### src/source/i2s_dsp_rx_pkg.sv
package i2s_dsp_rx_pkg;

    // Output word and shift register width
    localparam int WORD_W = 32;

    // Bit counter covers the longest word
    localparam int CNT_W = 5;

    // Sync-to-data offset in bit clocks
    localparam int OFFSET_W = 9;

    // Supported word lengths
    typedef enum logic [1:0] {
        LEN_8  = 2'd0,
        LEN_16 = 2'd1,
        LEN_24 = 2'd2,
        LEN_32 = 2'd3
    } word_len_e;

    // Frozen receiver configuration
    typedef struct packed {
        logic                stereo;
        logic                lsb_first;
        word_len_e           word_len;
        logic [OFFSET_W-1:0] offset;
        logic                spare;
    } rx_cfg_t;

    // Sampling events of the current bit clock cycle
    typedef struct packed {
        // Bit 0 of a word is on the line
        logic first_bit;
        // Any data bit is on the line
        logic shift;
        // Bit L-1 of a word is on the line
        logic last_bit;
    } frame_ev_t;

    // One word per data line
    typedef struct packed {
        logic [WORD_W-1:0] ch0;
        logic [WORD_W-1:0] ch1;
    } word_pair_t;

endpackage
### src/source/i2s_dsp_rx.sv
`timescale 1ns/1ns

module i2s_dsp_rx (
    input  logic                                sck_i,
    input  logic                                rstn_i,

    input  logic                                sd0_i,
    input  logic                                sd1_i,
    input  logic                                ws_i,

    input  logic                                cfg_en_i,
    input  logic                                cfg_stereo_i,
    input  logic                                cfg_lsb_first_i,
    input  i2s_dsp_rx_pkg::word_len_e           cfg_word_len_i,
    input  logic [i2s_dsp_rx_pkg::OFFSET_W-1:0] cfg_offset_i,

    output logic [i2s_dsp_rx_pkg::WORD_W-1:0]   data_o,
    output logic                                valid_o,
    input  logic                                ready_i,
    output logic                                err_o
);

    i2s_dsp_rx_pkg::rx_cfg_t    cfg;
    logic                       run;
    i2s_dsp_rx_pkg::frame_ev_t  ev;
    i2s_dsp_rx_pkg::word_pair_t words;
    logic                       word_done;

    i2s_dsp_rx_cfg i_cfg (
        .sck_i           (sck_i),
        .rstn_i          (rstn_i),
        .cfg_en_i        (cfg_en_i),
        .cfg_stereo_i    (cfg_stereo_i),
        .cfg_lsb_first_i (cfg_lsb_first_i),
        .cfg_word_len_i  (cfg_word_len_i),
        .cfg_offset_i    (cfg_offset_i),
        .cfg_o           (cfg),
        .run_o           (run)
    );

    i2s_dsp_rx_frame i_frame (
        .sck_i  (sck_i),
        .rstn_i (rstn_i),
        .run_i  (run),
        .cfg_i  (cfg),
        .ws_i   (ws_i),
        .ev_o   (ev)
    );

    i2s_dsp_rx_deser i_deser (
        .sck_i       (sck_i),
        .rstn_i      (rstn_i),
        .run_i       (run),
        .cfg_i       (cfg),
        .ev_i        (ev),
        .sd0_i       (sd0_i),
        .sd1_i       (sd1_i),
        .words_o     (words),
        .word_done_o (word_done)
    );

    i2s_dsp_rx_outbuf i_outbuf (
        .sck_i       (sck_i),
        .rstn_i      (rstn_i),
        .run_i       (run),
        .cfg_i       (cfg),
        .words_i     (words),
        .word_done_i (word_done),
        .ready_i     (ready_i),
        .data_o      (data_o),
        .valid_o     (valid_o),
        .err_o       (err_o)
    );

endmodule

### src/source/i2s_dsp_rx_outbuf.sv
`timescale 1ns/1ns

module i2s_dsp_rx_outbuf (
    input  logic                              sck_i,
    input  logic                              rstn_i,

    input  logic                              run_i,
    input  i2s_dsp_rx_pkg::rx_cfg_t           cfg_i,
    input  i2s_dsp_rx_pkg::word_pair_t        words_i,
    input  logic                              word_done_i,
    input  logic                              ready_i,

    output logic [i2s_dsp_rx_pkg::WORD_W-1:0] data_o,
    output logic                              valid_o,
    output logic                              err_o
);

    i2s_dsp_rx_pkg::word_pair_t pair_q;
    logic                       pend0_q;
    logic                       pend1_q;

    // Fresh pair is offered straight away in its done cycle
    always_comb begin
        if (word_done_i) begin
            data_o = words_i.ch0;
        end else if (pend0_q) begin
            data_o = pair_q.ch0;
        end else if (pend1_q) begin
            data_o = pair_q.ch1;
        end else begin
            data_o = '0;
        end
    end

    assign valid_o = word_done_i | pend0_q | pend1_q;

    // New pair lands on top of an undelivered word
    assign err_o = word_done_i & (pend0_q | pend1_q);

    always_ff @(posedge sck_i) begin
        if (word_done_i) begin
            pair_q <= words_i;
        end
    end

    always_ff @(posedge sck_i, negedge rstn_i) begin
        if (!rstn_i) begin
            pend0_q <= 1'b0;
            pend1_q <= 1'b0;
        end else if (!run_i) begin
            pend0_q <= 1'b0;
            pend1_q <= 1'b0;
        end else if (word_done_i) begin
            // ch0 leaves on this edge if the sink is ready
            pend0_q <= ~ready_i;
            pend1_q <= cfg_i.stereo;
        end else if (ready_i) begin
            // ch0 always goes before ch1
            if (pend0_q) begin
                pend0_q <= 1'b0;
            end else if (pend1_q) begin
                pend1_q <= 1'b0;
            end
        end
    end

endmodule

### src/source/i2s_dsp_rx_deser.sv
`timescale 1ns/1ns

module i2s_dsp_rx_deser (
    input  logic                       sck_i,
    input  logic                       rstn_i,

    input  logic                       run_i,
    input  i2s_dsp_rx_pkg::rx_cfg_t    cfg_i,
    input  i2s_dsp_rx_pkg::frame_ev_t  ev_i,
    input  logic                       sd0_i,
    input  logic                       sd1_i,

    output i2s_dsp_rx_pkg::word_pair_t words_o,
    output logic                       word_done_o
);

    logic [i2s_dsp_rx_pkg::WORD_W-1:0] sr0_q;
    logic [i2s_dsp_rx_pkg::WORD_W-1:0] sr1_q;
    logic                              done_q;

    // Next shift register value for one data line
    function automatic logic [i2s_dsp_rx_pkg::WORD_W-1:0] shift_bit(
        input logic [i2s_dsp_rx_pkg::WORD_W-1:0] sr,
        input logic                              sd,
        input logic                              lsb_first,
        input logic                              first
    );
        logic [i2s_dsp_rx_pkg::WORD_W-1:0] base;
        // A new word starts from an empty register
        base = first ? '0 : sr;
        if (lsb_first) begin
            shift_bit = {sd, base[i2s_dsp_rx_pkg::WORD_W-1:1]};
        end else begin
            shift_bit = {base[i2s_dsp_rx_pkg::WORD_W-2:0], sd};
        end
    endfunction

    // MSB-first words already sit at bit 0, LSB-first words sit at the top
    function automatic logic [i2s_dsp_rx_pkg::WORD_W-1:0] align_word(
        input logic [i2s_dsp_rx_pkg::WORD_W-1:0] sr,
        input i2s_dsp_rx_pkg::rx_cfg_t           cfg
    );
        logic [i2s_dsp_rx_pkg::WORD_W-1:0] word;
        word = sr;
        if (cfg.lsb_first) begin
            case (cfg.word_len)
                i2s_dsp_rx_pkg::LEN_8:  word = sr >> 24;
                i2s_dsp_rx_pkg::LEN_16: word = sr >> 16;
                i2s_dsp_rx_pkg::LEN_24: word = sr >> 8;
                default:                word = sr;
            endcase
        end
        align_word = word;
    endfunction

    always_ff @(posedge sck_i, negedge rstn_i) begin
        if (!rstn_i) begin
            sr0_q  <= '0;
            sr1_q  <= '0;
            done_q <= 1'b0;
        end else if (!run_i) begin
            // Drop any partial word
            sr0_q  <= '0;
            sr1_q  <= '0;
            done_q <= 1'b0;
        end else begin
            done_q <= ev_i.last_bit;
            if (ev_i.shift) begin
                sr0_q <= shift_bit(sr0_q, sd0_i, cfg_i.lsb_first, ev_i.first_bit);
                if (cfg_i.stereo) begin
                    sr1_q <= shift_bit(sr1_q, sd1_i, cfg_i.lsb_first, ev_i.first_bit);
                end
            end
        end
    end

    // Registers still hold the complete word during the done cycle
    assign words_o.ch0 = align_word(sr0_q, cfg_i);
    assign words_o.ch1 = cfg_i.stereo ? align_word(sr1_q, cfg_i) : '0;
    assign word_done_o = done_q;

endmodule

### src/source/i2s_dsp_rx_frame.sv
`timescale 1ns/1ns

module i2s_dsp_rx_frame (
    input  logic                      sck_i,
    input  logic                      rstn_i,

    input  logic                      run_i,
    input  i2s_dsp_rx_pkg::rx_cfg_t   cfg_i,
    input  logic                      ws_i,

    output i2s_dsp_rx_pkg::frame_ev_t ev_o
);

    typedef enum logic [1:0] {
        ST_WAIT,
        ST_OFFSET,
        ST_RUN
    } state_e;

    state_e                              state_q;
    logic [i2s_dsp_rx_pkg::OFFSET_W-1:0] off_cnt_q;
    logic [i2s_dsp_rx_pkg::CNT_W-1:0]    bit_cnt_q;
    logic [i2s_dsp_rx_pkg::CNT_W-1:0]    last_idx;
    i2s_dsp_rx_pkg::frame_ev_t           ev;

    // Index of the final bit of a word
    always_comb begin
        case (cfg_i.word_len)
            i2s_dsp_rx_pkg::LEN_8:  last_idx = 5'd7;
            i2s_dsp_rx_pkg::LEN_16: last_idx = 5'd15;
            i2s_dsp_rx_pkg::LEN_24: last_idx = 5'd23;
            default:                last_idx = 5'd31;
        endcase
    end

    always_comb begin
        ev = '0;
        case (state_q)
            ST_WAIT: begin
                // Zero offset, so bit 0 rides on the sync edge itself
                if (ws_i && cfg_i.offset == '0) begin
                    ev.first_bit = 1'b1;
                    ev.shift     = 1'b1;
                end
            end
            ST_OFFSET: begin
                if (off_cnt_q == cfg_i.offset) begin
                    ev.first_bit = 1'b1;
                    ev.shift     = 1'b1;
                end
            end
            ST_RUN: begin
                ev.shift     = 1'b1;
                ev.first_bit = (bit_cnt_q == '0);
                ev.last_bit  = (bit_cnt_q == last_idx);
            end
            default: begin
                ev = '0;
            end
        endcase
        if (!run_i) begin
            ev = '0;
        end
    end

    always_ff @(posedge sck_i, negedge rstn_i) begin
        if (!rstn_i) begin
            state_q   <= ST_WAIT;
            off_cnt_q <= '0;
            bit_cnt_q <= '0;
        end else if (!run_i) begin
            state_q   <= ST_WAIT;
            off_cnt_q <= '0;
            bit_cnt_q <= '0;
        end else begin
            case (state_q)
                ST_WAIT: begin
                    if (ws_i) begin
                        if (cfg_i.offset == '0) begin
                            state_q   <= ST_RUN;
                            bit_cnt_q <= 5'd1;
                        end else begin
                            // The sync edge counts as the first offset cycle
                            state_q   <= ST_OFFSET;
                            off_cnt_q <= 9'd1;
                        end
                    end
                end
                ST_OFFSET: begin
                    if (ev.first_bit) begin
                        state_q   <= ST_RUN;
                        bit_cnt_q <= 5'd1;
                    end else begin
                        off_cnt_q <= off_cnt_q + 1'b1;
                    end
                end
                ST_RUN: begin
                    // Words follow back to back, ws is not looked at again
                    bit_cnt_q <= ev.last_bit ? '0 : bit_cnt_q + 1'b1;
                end
                default: begin
                    state_q <= ST_WAIT;
                end
            endcase
        end
    end

    assign ev_o = ev;

endmodule

### src/source/i2s_dsp_rx_cfg.sv
`timescale 1ns/1ns

module i2s_dsp_rx_cfg (
    input  logic                                 sck_i,
    input  logic                                 rstn_i,

    input  logic                                 cfg_en_i,
    input  logic                                 cfg_stereo_i,
    input  logic                                 cfg_lsb_first_i,
    input  i2s_dsp_rx_pkg::word_len_e            cfg_word_len_i,
    input  logic [i2s_dsp_rx_pkg::OFFSET_W-1:0]  cfg_offset_i,

    output i2s_dsp_rx_pkg::rx_cfg_t              cfg_o,
    output logic                                 run_o
);

    i2s_dsp_rx_pkg::rx_cfg_t cfg_q;
    logic                    run_q;

    // Settings follow the inputs only while the receiver is off
    always_ff @(posedge sck_i, negedge rstn_i) begin
        if (!rstn_i) begin
            cfg_q <= '0;
        end else if (!cfg_en_i) begin
            cfg_q.stereo    <= cfg_stereo_i;
            cfg_q.lsb_first <= cfg_lsb_first_i;
            cfg_q.word_len  <= cfg_word_len_i;
            cfg_q.offset    <= cfg_offset_i;
            cfg_q.spare     <= 1'b0;
        end
    end

    // Registered enable, so the first run cycle already sees the frozen settings
    always_ff @(posedge sck_i, negedge rstn_i) begin
        if (!rstn_i) begin
            run_q <= 1'b0;
        end else begin
            run_q <= cfg_en_i;
        end
    end

    assign cfg_o = cfg_q;
    assign run_o = run_q;

endmodule

### config.mk
export PLATFORM = sky130hd
export DESIGN_NAME = i2s_dsp_rx
export DESIGN_NICKNAME = d
export VERILOG_FILES = /design/src/source/i2s_dsp_rx_pkg.sv /design/src/source/i2s_dsp_rx.sv /design/src/source/i2s_dsp_rx_outbuf.sv /design/src/source/i2s_dsp_rx_deser.sv /design/src/source/i2s_dsp_rx_frame.sv /design/src/source/i2s_dsp_rx_cfg.sv
export SDC_FILE = /design/constraint.sdc
export NUM_CORES = 1
export LEC_CHECK = 0
export BUFFER_PORTS_ARGS = -buffer_cell sky130_fd_sc_hd__buf_2
export CAP_MARGIN = 20
export CORE_MARGIN = 2
export CORE_UTILIZATION = 45
export CTS_CLUSTER_SIZE = 14
export DETAILED_ROUTE_END_ITERATION = 8
export SLEW_MARGIN = 5
export SYNTH_ARGS = -nofsm -noshare
export SYNTH_HDL_FRONTEND = slang
export SYNTH_HIERARCHICAL = 1
export SYNTH_SLANG_ARGS = --single-unit
### constraint.sdc
create_clock -name sck_i -period 7.98 [get_ports sck_i]
set_input_delay 0.399 -clock sck_i [delete_from_list [all_inputs] [get_ports sck_i]]
set_output_delay 0.399 -clock sck_i [all_outputs]
set_load 0.01 [all_outputs]
==> results.cfg <==
[outcome]
run_status = finished clean

[drt]
drt_pre_antenna_iters = 5
detail_routed_via_count_per_cell = 5.75
initialDrtViolationCount = 618
route.antenna.remaining_nets = 0
wl_per_cell_um = 19.8
drc = 0
drt-total-wl_um = 22700
vias = 6587

[critical_path]
timing.rr.start = i_frame/off_cnt_q[2]
worst-endpoint-required_ns = 7.58
rrSetupSlack_ns = 4.73
path_depth = 6
timing.critical_path.slowest_cell_delay_ns = 0.85
timing.critical_path.to_type = output pin
cp_cell_sequence = buf_4 > and3b_1 > a22o_1 > inv_1 > a21oi_1 > buf_2
cpLargestDelayFamily = buffers and inverters
crit_fanout = 64
cp_slowest_cell = sky130_fd_sc_hd__dfrtp_4
crit_arrival_ns = 3.23
critical_path_class = reg -> out
worstRegToRegCells = 8
critPathLaunch = i_cfg/cfg_o[12]
critical_path.n_buffers_inverters = 3
reg2reg_to = i_deser/sr1_q[2]
worst_setup_path_start_kind = flop
critPathCapture = data_o[23]

[die]
initial_core_utilization_pct = 45.7
die_area_sq_mm = 0.0208
coreArea_sq_mm = 0.0194
die_width_um = 144
chipHeight_um = 144
ios = 54
placement_rows = 51

[clocking]
cts.htree.levels = 4
cts_sinks = 161
clkSlewWorstSetupHoldPaths_ns = 0.06
maximum_number_of_buffers_from_clock_root_to_sink = 2
cts_tree = yes
tritoncts.num_buffers = 17
clk_latency_ns = 0.43
ctsRootBufferMaster = sky130_fd_sc_hd__clkbuf_16
cts_setup_buffers = 0

[global_route]
maximum_number_of_pins_on_one_net_before_global_route_repair = 84
global_route.usage.total_pct = 22.7
overflow = 0
first_global_vias = 6208
grt_antenna_before_repair = 0
grt_pass1_wl_um = 35900

[timing]
final.setup_skew_ns = 0.00682
max_freq_mhz = 275
setup_repair_after_global_routing_missed_its_margin = no
timing_worst_slew_pin_value_ns = 1.10
timing.max_slew.rel_slack_pct = 26.4
final-hold-violation-count = 0
post-route-period-util_pct = 45.5
timing.final.crit_period_ns = 3.63
timing.final.setup_violations = 0
timing.setup.tns_ns = 0
final_max_slew_viols = 0

[power_and_ir_drop]
static-leakage-power_uw = 0.00400
irDropWorstVdd_v = 0.000148
power_per_cell_area_mw_per_mm2 = 191

[logic_synthesis]
average_size_of_a_mapped_cell_sq_um = 10.4
synth-warning-count = 6
post_synth_instance_area_sq_mm = 0.00887
postSynthCellCount = 851
synthesis.nets = 874

[hold_path]
hold_path_class = in -> reg

[finish]
post_route_cells_drive_above_1_share_pct = 18.0
layout.cells.most_common_list = sky130_fd_sc_hd__nand2_1, sky130_fd_sc_hd__dfrtp_1, sky130_fd_sc_hd__o21ai_1
finalNetCount = 890
antennaDiodeCount = 0
layout-area-overhead-vs-synth_pct = 10.3
design_area_sq_mm = 0.00978
most_common_cell_after_layout_fill_and_taps_aside = sky130_fd_sc_hd__nand2_1

[placement]
place.detailed.hpwl_um = 14900
port_buffers = 53
placed_area_sq_mm = 0.00916
gp_congestion = 0.845

[job]
max_cap_violation_count = 0
-- power breakdown --
group | total [uW] | internal, uW | switching (uW) | leakage, uW
logic | 130 | 47.7 | 82.5 | 0.00174
registers | 893 | 866 | 26.7 | 0.00197
clock network | 849 | 496 | 354 | 0.000284
-- registers in the layout, indices dropped and copies added (netlist names) --
register,count
i_frame/off_cnt_q,9
i_frame/state_q,2
i_outbuf/pend1_q,1
i_outbuf/pend0_q,1
i_cfg/cfg_o,13
i_deser/sr0_q,32
i_deser/word_done_o,1
i_outbuf/pair_q,64
i_frame/bit_cnt_q,5
i_deser/sr1_q,32
i_cfg/run_o,1
-- per-stage QoR --
stage	util, %	instances	setup WS [ns]	hold WS (ns)	total power [uW]
global placement	47.2	1112	4.82	0.449	1040
detailed placement	47.2	1112	4.72	0.447	1040
global route	50.4	1145	4.17	0.129	1930
CTS	50.4	1145	4.35	0.125	1890
finish	50.4	1145	4.35	0.137	1870
floorplan	-	851	5.10	0.103	1000
-- how the worst min path moves through the flow --
| stage | to | from | slack, ns | cells after the start |
|---|---|---|---|---|
| after floorplan | i_cfg/cfg_o[10] | rstn_i | 0.10 | 0 |
| after global placement | i_deser/sr1_q[19] | rstn_i | 0.45 | 1 |
| after detailed placement | i_deser/sr1_q[18] | rstn_i | 0.45 | 1 |
| after CTS | i_outbuf/pend0_q | ready_i | 0.12 | 2 |
| after global routing | i_outbuf/pend0_q | ready_i | 0.13 | 2 |
| final | i_outbuf/pend0_q | ready_i | 0.14 | 2 |
-- area by class of cell --
class	instances	area (sq um)
clock buffer	17	425
clock inverter	15	185
fill	1806	9620
inverter	35	131
multi-input combinational	589	4000
sequential	161	4360
tap	265	332
timing repair buffer	63	345
-- what timing repair did --
item | 4_1_cts | 5_1_grt
endpoints found under the hold margin | 7 | 0
hold buffers | 1 | 0
gates resized for setup | 0 | 0
-- metal layers --
| metal | global-route usage (%) | wire length [um] | vias to the layer above |
|---|---|---|---|
| met5 | 0 | 0 | - |
| met4 | 7.20 | 467 | 0 |
| met3 | 4.87 | 1370 | 29 |
| met2 | 35.6 | 10500 | 191 |
| met1 | 31.7 | 10300 | 3208 |
| li1 | - | - | 3159 |
-- worst reg2reg max path: cells and delay by family (launching register included) --
family | cells | cell delay, ns
AND/OR/NAND/NOR | 5 | 1.94
flip-flops | 1 | 0.43
XOR/XNOR | 1 | 0.17
AO/OA/AOI/OAI | 2 | 0.62
Note: power is estimated with default switching activity, not from simulation.
